### src/l2_way_pkg.sv
package l2_way_pkg;

    ////////////////////
    // Sizes
    ////////////////////

    localparam int NUM_WAYS     = 8;
    localparam int SET_W        = 4;
    localparam int TAG_W        = 8;
    localparam int WAY_W        = 3;
    localparam int NUM_SETS     = 1 << SET_W;
    localparam int I_WAYS       = NUM_WAYS / 2;
    localparam int REQ_CREDITS  = 4;
    localparam int REQ_PTR_W    = $clog2(REQ_CREDITS);
    localparam int REQ_CNT_W    = $clog2(REQ_CREDITS + 1);
    localparam int RESP_CREDITS = 4;
    localparam int RESP_CNT_W   = $clog2(RESP_CREDITS + 1);

    ////////////////////
    // Types
    ////////////////////

    typedef struct packed {
        logic [SET_W-1:0] set_idx;
        logic [TAG_W-1:0] tag;
        logic             instr;
    } l2_req_t;

    typedef struct packed {
        logic             hit;
        logic [WAY_W-1:0] way;
        logic [SET_W-1:0] set_idx;
        logic [TAG_W-1:0] tag;
    } l2_resp_t;

    typedef struct packed {
        logic [NUM_WAYS-1:0] hit;
        logic [NUM_WAYS-1:0] valid;
    } l2_lookup_t;

    // Bit 0 root, bits 1..2 halves, bits 3..6 pairs, zero points left
    typedef logic [NUM_WAYS-2:0] plru_tree_t;

    // Half node above a way, selected by the way's top bit
    function automatic logic [2:0] plru_half_idx(input logic upper);
        return upper ? 3'd2 : 3'd1;
    endfunction

    // Pair node above a way, selected by the way's top two bits
    function automatic logic [2:0] plru_pair_idx(input logic [1:0] pair);
        return 3'd3 + {1'b0, pair};
    endfunction

endpackage

### src/l2_plru_tree.sv
module l2_plru_tree (
    input  logic                            clk,
    input  logic                            arst_n,
    input  logic [l2_way_pkg::SET_W-1:0]    rd_set,
    output logic [l2_way_pkg::WAY_W-1:0]    victim_d,
    output logic [1:0]                      victim_i,
    input  logic                            touch_en,
    input  logic [l2_way_pkg::SET_W-1:0]    touch_set,
    input  logic [l2_way_pkg::WAY_W-1:0]    touch_way
);
    import l2_way_pkg::*;

    plru_tree_t       trees [NUM_SETS];
    plru_tree_t       rd_tree;
    logic [WAY_W-1:0] walk_d;
    logic [1:0]       walk_i;

    ////////////////////
    // Victim walks
    ////////////////////

    // Full walk starts at the root
    always_comb begin
        rd_tree   = trees[rd_set];
        walk_d[2] = rd_tree[0];
        walk_d[1] = rd_tree[plru_half_idx(walk_d[2])];
        walk_d[0] = rd_tree[plru_pair_idx(walk_d[2:1])];
    end

    // Instruction walk stays below the left half node
    always_comb begin
        walk_i[1] = rd_tree[plru_half_idx(1'b0)];
        walk_i[0] = rd_tree[plru_pair_idx({1'b0, walk_i[1]})];
    end

    always_ff @(posedge clk or negedge arst_n) begin
        if (!arst_n) begin
            victim_d <= '0;
            victim_i <= '0;
        end else begin
            victim_d <= walk_d;
            victim_i <= walk_i;
        end
    end

    ////////////////////
    // Access update
    ////////////////////

    // Only the three nodes on the way's path change, each pointing
    // to the other side
    always_ff @(posedge clk or negedge arst_n) begin
        if (!arst_n) begin
            for (int s = 0; s < NUM_SETS; s++) begin
                trees[s] <= '0;
            end
        end else if (touch_en) begin
            trees[touch_set][0] <= ~touch_way[2];
            trees[touch_set][plru_half_idx(touch_way[2])] <= ~touch_way[1];
            trees[touch_set][plru_pair_idx(touch_way[2:1])] <= ~touch_way[0];
        end
    end

endmodule

### src/l2_req_fifo.sv
module l2_req_fifo (
    input  logic                clk,
    input  logic                arst_n,
    input  logic                push,
    input  l2_way_pkg::l2_req_t push_data,
    input  logic                pop,
    output l2_way_pkg::l2_req_t head,
    output logic                not_empty,
    output logic                credit
);
    import l2_way_pkg::*;

    l2_req_t              mem [REQ_CREDITS];
    logic [REQ_PTR_W-1:0] wr_ptr;
    logic [REQ_PTR_W-1:0] rd_ptr;
    logic [REQ_CNT_W-1:0] count;
    logic                 full;

    assign full      = (count == REQ_CNT_W'(REQ_CREDITS));
    assign not_empty = (count != '0);
    assign head      = mem[rd_ptr];

    // Payload storage
    always_ff @(posedge clk) begin
        if (push) begin
            mem[wr_ptr] <= push_data;
        end
    end

    always_ff @(posedge clk or negedge arst_n) begin
        if (!arst_n) begin
            wr_ptr <= '0;
            rd_ptr <= '0;
            count  <= '0;
            credit <= 1'b0;
        end else begin
            if (push) begin
                wr_ptr <= wr_ptr + 1'b1;
            end
            if (pop) begin
                rd_ptr <= rd_ptr + 1'b1;
            end
            case ({push, pop})
                2'b10:   count <= count + 1'b1;
                2'b01:   count <= count - 1'b1;
                default: count <= count;
            endcase
            // One credit back upstream per freed entry
            credit <= pop;
        end
    end

    // Upstream must hold a credit for every push
    a_no_overflow: assert property (@(posedge clk) disable iff (!arst_n)
        !(push && full));

    a_no_underflow: assert property (@(posedge clk) disable iff (!arst_n)
        !(pop && !not_empty));

endmodule

### src/l2_tag_store.sv
module l2_tag_store (
    input  logic                            clk,
    input  logic                            arst_n,
    input  logic [l2_way_pkg::SET_W-1:0]    rd_set,
    input  logic [l2_way_pkg::TAG_W-1:0]    rd_tag,
    output l2_way_pkg::l2_lookup_t          lookup,
    input  logic                            fill_en,
    input  logic [l2_way_pkg::SET_W-1:0]    fill_set,
    input  logic [l2_way_pkg::WAY_W-1:0]    fill_way,
    input  logic [l2_way_pkg::TAG_W-1:0]    fill_tag
);
    import l2_way_pkg::*;

    logic [TAG_W-1:0]    tags  [NUM_SETS][NUM_WAYS];
    logic [NUM_WAYS-1:0] valid [NUM_SETS];
    logic [NUM_WAYS-1:0] hit_vec;
    logic [NUM_WAYS-1:0] valid_vec;

    ////////////////////
    // Parallel compare
    ////////////////////

    always_comb begin
        valid_vec = valid[rd_set];
        for (int w = 0; w < NUM_WAYS; w++) begin
            hit_vec[w] = valid_vec[w] && (tags[rd_set][w] == rd_tag);
        end
    end

    always_ff @(posedge clk or negedge arst_n) begin
        if (!arst_n) begin
            lookup <= '0;
        end else begin
            lookup.hit   <= hit_vec;
            lookup.valid <= valid_vec;
        end
    end

    ////////////////////
    // Fill write
    ////////////////////

    // Tag array write
    always_ff @(posedge clk) begin
        if (fill_en) begin
            tags[fill_set][fill_way] <= fill_tag;
        end
    end

    always_ff @(posedge clk or negedge arst_n) begin
        if (!arst_n) begin
            for (int s = 0; s < NUM_SETS; s++) begin
                valid[s] <= '0;
            end
        end else if (fill_en) begin
            valid[fill_set][fill_way] <= 1'b1;
        end
    end

    // A tag lives in at most one way of a set, which relies on the
    // resolver only filling on a miss and stalling same-set reads
    a_hit_onehot: assert property (@(posedge clk) disable iff (!arst_n)
        $onehot0(lookup.hit));

endmodule

### src/l2_way_resolver.sv
module l2_way_resolver (
    input  logic                            clk,
    input  logic                            arst_n,
    input  logic                            not_empty,
    input  l2_way_pkg::l2_req_t             head,
    output logic                            pop,
    input  l2_way_pkg::l2_lookup_t          lookup,
    input  logic [l2_way_pkg::WAY_W-1:0]    victim_d,
    input  logic [1:0]                      victim_i,
    output logic [l2_way_pkg::SET_W-1:0]    rd_set,
    output logic [l2_way_pkg::TAG_W-1:0]    rd_tag,
    output logic                            fill_en,
    output logic [l2_way_pkg::SET_W-1:0]    fill_set,
    output logic [l2_way_pkg::WAY_W-1:0]    fill_way,
    output logic [l2_way_pkg::TAG_W-1:0]    fill_tag,
    output logic                            touch_en,
    output logic [l2_way_pkg::SET_W-1:0]    touch_set,
    output logic [l2_way_pkg::WAY_W-1:0]    touch_way,
    input  logic                            resp_credit,
    output logic                            resp_valid,
    output l2_way_pkg::l2_resp_t            resp
);
    import l2_way_pkg::*;

    logic [RESP_CNT_W-1:0] credits;
    logic                  hazard;
    logic                  s1_valid;
    l2_req_t               s1_req;
    logic                  hit;
    logic [WAY_W-1:0]      hit_way;
    logic                  d_inv_found;
    logic [WAY_W-1:0]      d_inv_way;
    logic                  i_inv_found;
    logic [WAY_W-1:0]      i_inv_way;
    logic [WAY_W-1:0]      sel_way;

    ////////////////////
    // Issue
    ////////////////////

    // Same set in stage 1 must write back before the next read
    assign hazard = s1_valid && (s1_req.set_idx == head.set_idx);
    assign pop    = not_empty && (credits != '0) && !hazard;
    assign rd_set = head.set_idx;
    assign rd_tag = head.tag;

    always_ff @(posedge clk or negedge arst_n) begin
        if (!arst_n) begin
            credits  <= RESP_CNT_W'(RESP_CREDITS);
            s1_valid <= 1'b0;
        end else begin
            s1_valid <= pop;
            case ({pop, resp_credit})
                2'b10:   credits <= credits - 1'b1;
                2'b01:   credits <= credits + 1'b1;
                default: credits <= credits;
            endcase
        end
    end

    always_ff @(posedge clk) begin
        if (pop) begin
            s1_req <= head;
        end
    end

    ////////////////////
    // Way choice
    ////////////////////

    always_comb begin
        hit_way     = '0;
        d_inv_found = 1'b0;
        d_inv_way   = '0;
        i_inv_found = 1'b0;
        i_inv_way   = '0;
        for (int w = 0; w < NUM_WAYS; w++) begin
            if (lookup.hit[w]) begin
                hit_way = WAY_W'(w);
            end
            // Ascending scan leaves the highest invalid way
            if (!lookup.valid[w]) begin
                d_inv_found = 1'b1;
                d_inv_way   = WAY_W'(w);
            end
        end
        // Descending scan leaves the lowest, lower subtree only
        for (int w = I_WAYS - 1; w >= 0; w--) begin
            if (!lookup.valid[w]) begin
                i_inv_found = 1'b1;
                i_inv_way   = WAY_W'(w);
            end
        end
    end

    assign hit = |lookup.hit;

    always_comb begin
        if (hit) begin
            sel_way = hit_way;
        end else if (s1_req.instr) begin
            sel_way = i_inv_found ? i_inv_way : {1'b0, victim_i};
        end else begin
            sel_way = d_inv_found ? d_inv_way : victim_d;
        end
    end

    // Fill and touch land at the same edge as the response
    assign fill_en   = s1_valid && !hit;
    assign fill_set  = s1_req.set_idx;
    assign fill_way  = sel_way;
    assign fill_tag  = s1_req.tag;
    assign touch_en  = s1_valid;
    assign touch_set = s1_req.set_idx;
    assign touch_way = sel_way;

    ////////////////////
    // Response
    ////////////////////

    always_ff @(posedge clk or negedge arst_n) begin
        if (!arst_n) begin
            resp_valid <= 1'b0;
        end else begin
            resp_valid <= s1_valid;
        end
    end

    always_ff @(posedge clk) begin
        if (s1_valid) begin
            resp.hit     <= hit;
            resp.way     <= sel_way;
            resp.set_idx <= s1_req.set_idx;
            resp.tag     <= s1_req.tag;
        end
    end

    // Consumer never returns more credits than it was given
    a_credit_max: assert property (@(posedge clk) disable iff (!arst_n)
        credits <= RESP_CNT_W'(RESP_CREDITS));

    // Instruction fills stay in ways 0..3, hits may be anywhere
    a_instr_low_fill: assert property (@(posedge clk) disable iff (!arst_n)
        s1_valid && s1_req.instr && !hit |=> resp_valid && !resp.way[WAY_W-1]);

endmodule

### src/l2_way_select_top.sv
module l2_way_select_top (
    input  logic                    clk,
    input  logic                    arst_n,
    input  logic                    req_valid,
    input  l2_way_pkg::l2_req_t     req,
    output logic                    req_credit,
    output logic                    resp_valid,
    output l2_way_pkg::l2_resp_t    resp,
    input  logic                    resp_credit
);
    import l2_way_pkg::*;

    l2_req_t          head;
    logic             not_empty;
    logic             pop;
    logic [SET_W-1:0] rd_set;
    logic [TAG_W-1:0] rd_tag;
    l2_lookup_t       lookup;
    logic [WAY_W-1:0] victim_d;
    logic [1:0]       victim_i;
    logic             fill_en;
    logic [SET_W-1:0] fill_set;
    logic [WAY_W-1:0] fill_way;
    logic [TAG_W-1:0] fill_tag;
    logic             touch_en;
    logic [SET_W-1:0] touch_set;
    logic [WAY_W-1:0] touch_way;

    // Request queue, credits flow back upstream on pop
    l2_req_fifo l2_req_fifo_inst (
        .clk       (clk),
        .arst_n    (arst_n),
        .push      (req_valid),
        .push_data (req),
        .pop       (pop),
        .head      (head),
        .not_empty (not_empty),
        .credit    (req_credit)
    );

    l2_tag_store l2_tag_store_inst (
        .clk      (clk),
        .arst_n   (arst_n),
        .rd_set   (rd_set),
        .rd_tag   (rd_tag),
        .lookup   (lookup),
        .fill_en  (fill_en),
        .fill_set (fill_set),
        .fill_way (fill_way),
        .fill_tag (fill_tag)
    );

    l2_plru_tree l2_plru_tree_inst (
        .clk       (clk),
        .arst_n    (arst_n),
        .rd_set    (rd_set),
        .victim_d  (victim_d),
        .victim_i  (victim_i),
        .touch_en  (touch_en),
        .touch_set (touch_set),
        .touch_way (touch_way)
    );

    l2_way_resolver l2_way_resolver_inst (
        .clk         (clk),
        .arst_n      (arst_n),
        .not_empty   (not_empty),
        .head        (head),
        .pop         (pop),
        .lookup      (lookup),
        .victim_d    (victim_d),
        .victim_i    (victim_i),
        .rd_set      (rd_set),
        .rd_tag      (rd_tag),
        .fill_en     (fill_en),
        .fill_set    (fill_set),
        .fill_way    (fill_way),
        .fill_tag    (fill_tag),
        .touch_en    (touch_en),
        .touch_set   (touch_set),
        .touch_way   (touch_way),
        .resp_credit (resp_credit),
        .resp_valid  (resp_valid),
        .resp        (resp)
    );

endmodule

### config.mk
export PLATFORM = sky130hd
export DESIGN_NAME = l2_way_select_top
export DESIGN_NICKNAME = d
export VERILOG_FILES = /design/src/l2_way_pkg.sv /design/src/l2_plru_tree.sv /design/src/l2_req_fifo.sv /design/src/l2_tag_store.sv /design/src/l2_way_resolver.sv /design/src/l2_way_select_top.sv
export SDC_FILE = /design/constraint.sdc
export NUM_CORES = 2
export LEC_CHECK = 0
export ABC_AREA = 1
export BUFFER_PORTS_ARGS = -buffer_cell sky130_fd_sc_hd__buf_4
export CAP_MARGIN = 5
export CORE_ASPECT_RATIO = 1.4
export CORE_MARGIN = 3
export CORE_UTILIZATION = 64
export DETAILED_ROUTE_END_ITERATION = 16
export PLACE_DENSITY_LB_ADDON = 0.1
export SLEW_MARGIN = 15
export SYNTH_ARGS = -nofsm -noshare
export SYNTH_HDL_FRONTEND = slang
export SYNTH_SLANG_ARGS = --single-unit
### constraint.sdc
create_clock -name clk -period 8.8 [get_ports clk]
set_clock_uncertainty 0.15 [all_clocks]
set_input_delay 0.88 -clock clk [delete_from_list [all_inputs] [get_ports clk]]
set_output_delay 0.88 -clock clk [all_outputs]
set_load 0.005 [all_outputs]
==> run_results.csv <==
group,metric,value,unit
drt,dr.first_iter.drc_count,4503,
power_and_ir_drop,power_leakage,23.8,nW
die,die_x,260,um
place,place_congestion,0.891,
place,post-place-cells,6259,
drt,firstDrtPassIters,6,
drt,drtAntennaViolNets,0,
cells_and_area,fin_util,0.706,
cells_and_area,drive_gt1_frac,0.0755,
power_and_ir_drop,internal-power,15.0,mW
run,max_cap_viol_count,0,
cts,cts_tree,"done",
cts,insertion_delay,0.73,ns
cells_and_area,final_cell_mix,"1474 x nand2_1, 1105 x edfxtp_1, 1075 x nand3_1",
drt,remaining_drc_errors,0,
global_route,antenna_found_initial,4,
cts,clock-sinks,1378,
timing,tightest_slew,1.18,ns
synthesis,ys_warn_count,0,
cts,cts_made_buffers,120,
die,die_area,93900,sq um
power_and_ir_drop,p_comb_frac,0.459,
synthesis,seq_area_frac_synth,0.693,
global_route,grt-ovfl-total,0,
timing,hold_viol_final,0,
power_and_ir_drop,power_switching,12.0,mW
timing,max-slew-margin-rel,0.210,
place,numPortBuffers,34,
timing,rsz0062_at_grt,"no",
synthesis,syn_inst,5285,
power_and_ir_drop,total_power,27.1,mW
run_status,status,"complete, no violations",
synthesis,ys_async_sr_fraction,0.198,
critical_path,path_class,"register to register",
power_and_ir_drop,p_sw_frac,0.445,
die,die_h,361,um
power_and_ir_drop,ir_drop,0.000612,V
synthesis,syn_area,57700,sq um
die,rows,129,
synthesis,syn_avg_cell_area,10.9,sq um
global_route,grt_max_degree,190,
cells_and_area,stdcell_count,6490,
cts,post_cts_buffers,0,
synthesis,post_synth_num_cell_types,45,
drt,via_per_inst,6.14,
synthesis,synth_flop_cell,"edfxtp_1",
power_and_ir_drop,pwr-share-seq,0.339,
die,start_util,0.649,
critical_path,worstSetupStartpointType,"register",
timing,period_share,0.638,
cts,path_clk_slew,0.06,ns
cells_and_area,fill_cells,6267,
timing,worst_hold_slack,0.198,ns
cells_and_area,final_common_cell,"nand2_1",
timing,fin_crit,5.61,ns
worst_hold_path,min-delay-path-class,"input port to register",
timing,max_freq,178,MHz
die,core_area,88900,sq um
critical_path,crit_required,9.21,ns
cts,cts-root-buf,"clkbuf_16",
critical_path,cp-end-kind,"register",
cts,h-tree-depth,3,
global_route,grtUsageTotal,0.330,
critical_path,r2r_cells,15,
synthesis,ys_seq_elements,1378,
synthesis,synth_edf_count,1105,
synthesis,synth_nets,5315,
timing,fin_setup_tns,0,ns
cts,clockBufferDepth,3,
drt,dr_total_vias,39900,
timing,slew_violations,0,
drt,drt-total-wl,153000,um
cells_and_area,area_delta_synth_final,8.71,%
worst_hold_path,min_path_cells,1,
global_route,grt_pass1_wl,232000,um
power_and_ir_drop,clkPwrFrac,0.202,
critical_path,r2r_slack,3.19,ns
place,place_hpwl,87200,um
power_and_ir_drop,p_per_area,432,nW/um^2
global_route,first_global_vias,38800,
critical_path,path_max_fanout,89,
timing,setup_violations,0,
drt,wire_per_inst,23.6,um
die,io-pin-count,35,
cells_and_area,nets,5233,
critical_path,arrival,6.02,ns
timing repair:
| action | 4_1_cts | 5_1_grt |
|---|---|---|
| hold buffers | 1 | 0 |
| gates resized for setup | 0 | 0 |
| endpoints found under the hold margin | 2 | 0 |
cells in the mapped netlist (all sizes together) (7+ instances only):
library cell	number	share of area
nand2	1482	0.097
edfxtp	1105	0.57
nand3	1078	0.094
dfrtp	272	0.12
nor2	260	0.017
buf	250	0.024
o21ai	248	0.022
inv	214	0.014
a21oi	101	0.0088
or2	74	0.0080
clkbuf	65	0.0042
o211ai	44	0.0057
nor3	17	0.0015
mux2i	14	0.0024
ha	11	0.0024
nand3b	9	0.0012
o22ai	7	0.00087
critical path, cell delays in order, from the launching register on:
cell,delay (ns)
dfrtp_1,0.54
inv_2,0.37
nand3_2,0.66
nand2_8,0.65
buf_4,0.71
buf_4,0.86
nand2_1,0.15
nand3_1,0.13
nand3_1,0.12
nand3_1,0.13
nand2_1,0.09
nand2_1,0.06
o21ai_1,0.06
nor2_1,0.12
nand3_1,0.08
nor2_1,0.41
flip-flops by register name, summed over array words and instances (netlist names):
register,cells
l2_tag_store_inst.tags,1024
l2_tag_store_inst.valid,128
l2_plru_tree_inst.trees,112
l2_req_fifo_inst.mem,52
l2_tag_store_inst.lookup,16
l2_way_resolver_inst.resp,16
l2_way_resolver_inst.fill_tag,8
l2_way_resolver_inst.fill_set,4
l2_plru_tree_inst.victim_d,3
l2_req_fifo_inst.count,3
l2_way_resolver_inst.credits,3
l2_plru_tree_inst.victim_i,2
l2_req_fifo_inst.rd_ptr,2
l2_req_fifo_inst.wr_ptr,2
l2_way_resolver_inst.resp_valid,1
l2_way_resolver_inst.s1_req,1
l2_way_resolver_inst.touch_en,1
routing by layer:
layer	routed length, um	share of wire	vias to the layer above	global-route usage
met1	56700	0.37	19400	0.430
met4	8160	0.053	4	0.168
met5	27	0.00018	-	0
met3	13800	0.090	411	0.0597
met2	74600	0.49	1958	0.537
li1	-	-	18100	-
power by group through the flow:
stage                     clock network [mW]  logic, mW  registers (mW)
after floorplan                            0       8.08            9.55
after global placement                     0       12.0            9.27
after detailed placement                   0       12.2            9.29
after CTS                               5.52       12.3            9.16
after global routing                    5.78       13.6            9.25
final                                   5.48       12.4            9.17
logic make-up (layout without fill, tap and decap cells):
group | after synthesis | after routing | share of synthesized area
buffers and inverters | 533 | 557 | 0.0425
and+or+nand+nor | 2928 | 2928 | 0.219
AOI/OAI and AO/OA | 410 | 410 | 0.0385
DFF | 1378 | 1378 | 0.693
xor gates and xnor gates | 8 | 8 | 0.00121
muxes | 15 | 15 | 0.00262
adders and majority gates | 13 | 13 | 0.00308
other | 0 | 2 | 0
per-stage QoR:
stage,area [sq um],setup slack [ns]
final,62700,3.19
after CTS,62700,3.29
after floorplan,57700,5.60
after detailed placement,58600,3.30
after global routing,62700,2.86
after global placement,58600,3.48
final timing paths:
| path | start | end |
|---|---|---|
| min in group asynchronous | arst_n | l2_req_fifo_inst.wr_ptr[0] |
| worst min register to register | l2_tag_store_inst.valid[93] | l2_tag_store_inst.valid[93] |
| worst max register to register | l2_req_fifo_inst.rd_ptr[1] | l2_tag_store_inst.lookup[15] |
| worst max-delay path | l2_req_fifo_inst.rd_ptr[1] | l2_tag_store_inst.lookup[15] |
| worst min-delay path | req[11] | l2_req_fifo_inst.mem[2][11] |
| max in group asynchronous | arst_n | l2_plru_tree_inst.trees[35] |
area by class of cell:
type / instances / area, sq um / area share
Sequential cell: 1378 / 40000 / 0.638
Timing Repair Buffer: 111 / 918 / 0.0146
Clock inverter: 65 / 786 / 0.0125
Multi-Input combinational cell: 3374 / 15400 / 0.246
Tap cell: 1179 / 1480 / 0.0235
Clock buffer: 163 / 3310 / 0.0527
Inverter: 218 / 835 / 0.0133
Antenna cell: 2 / 5.00 / 0.0000798
Note: power is estimated with default switching activity, not from simulation.
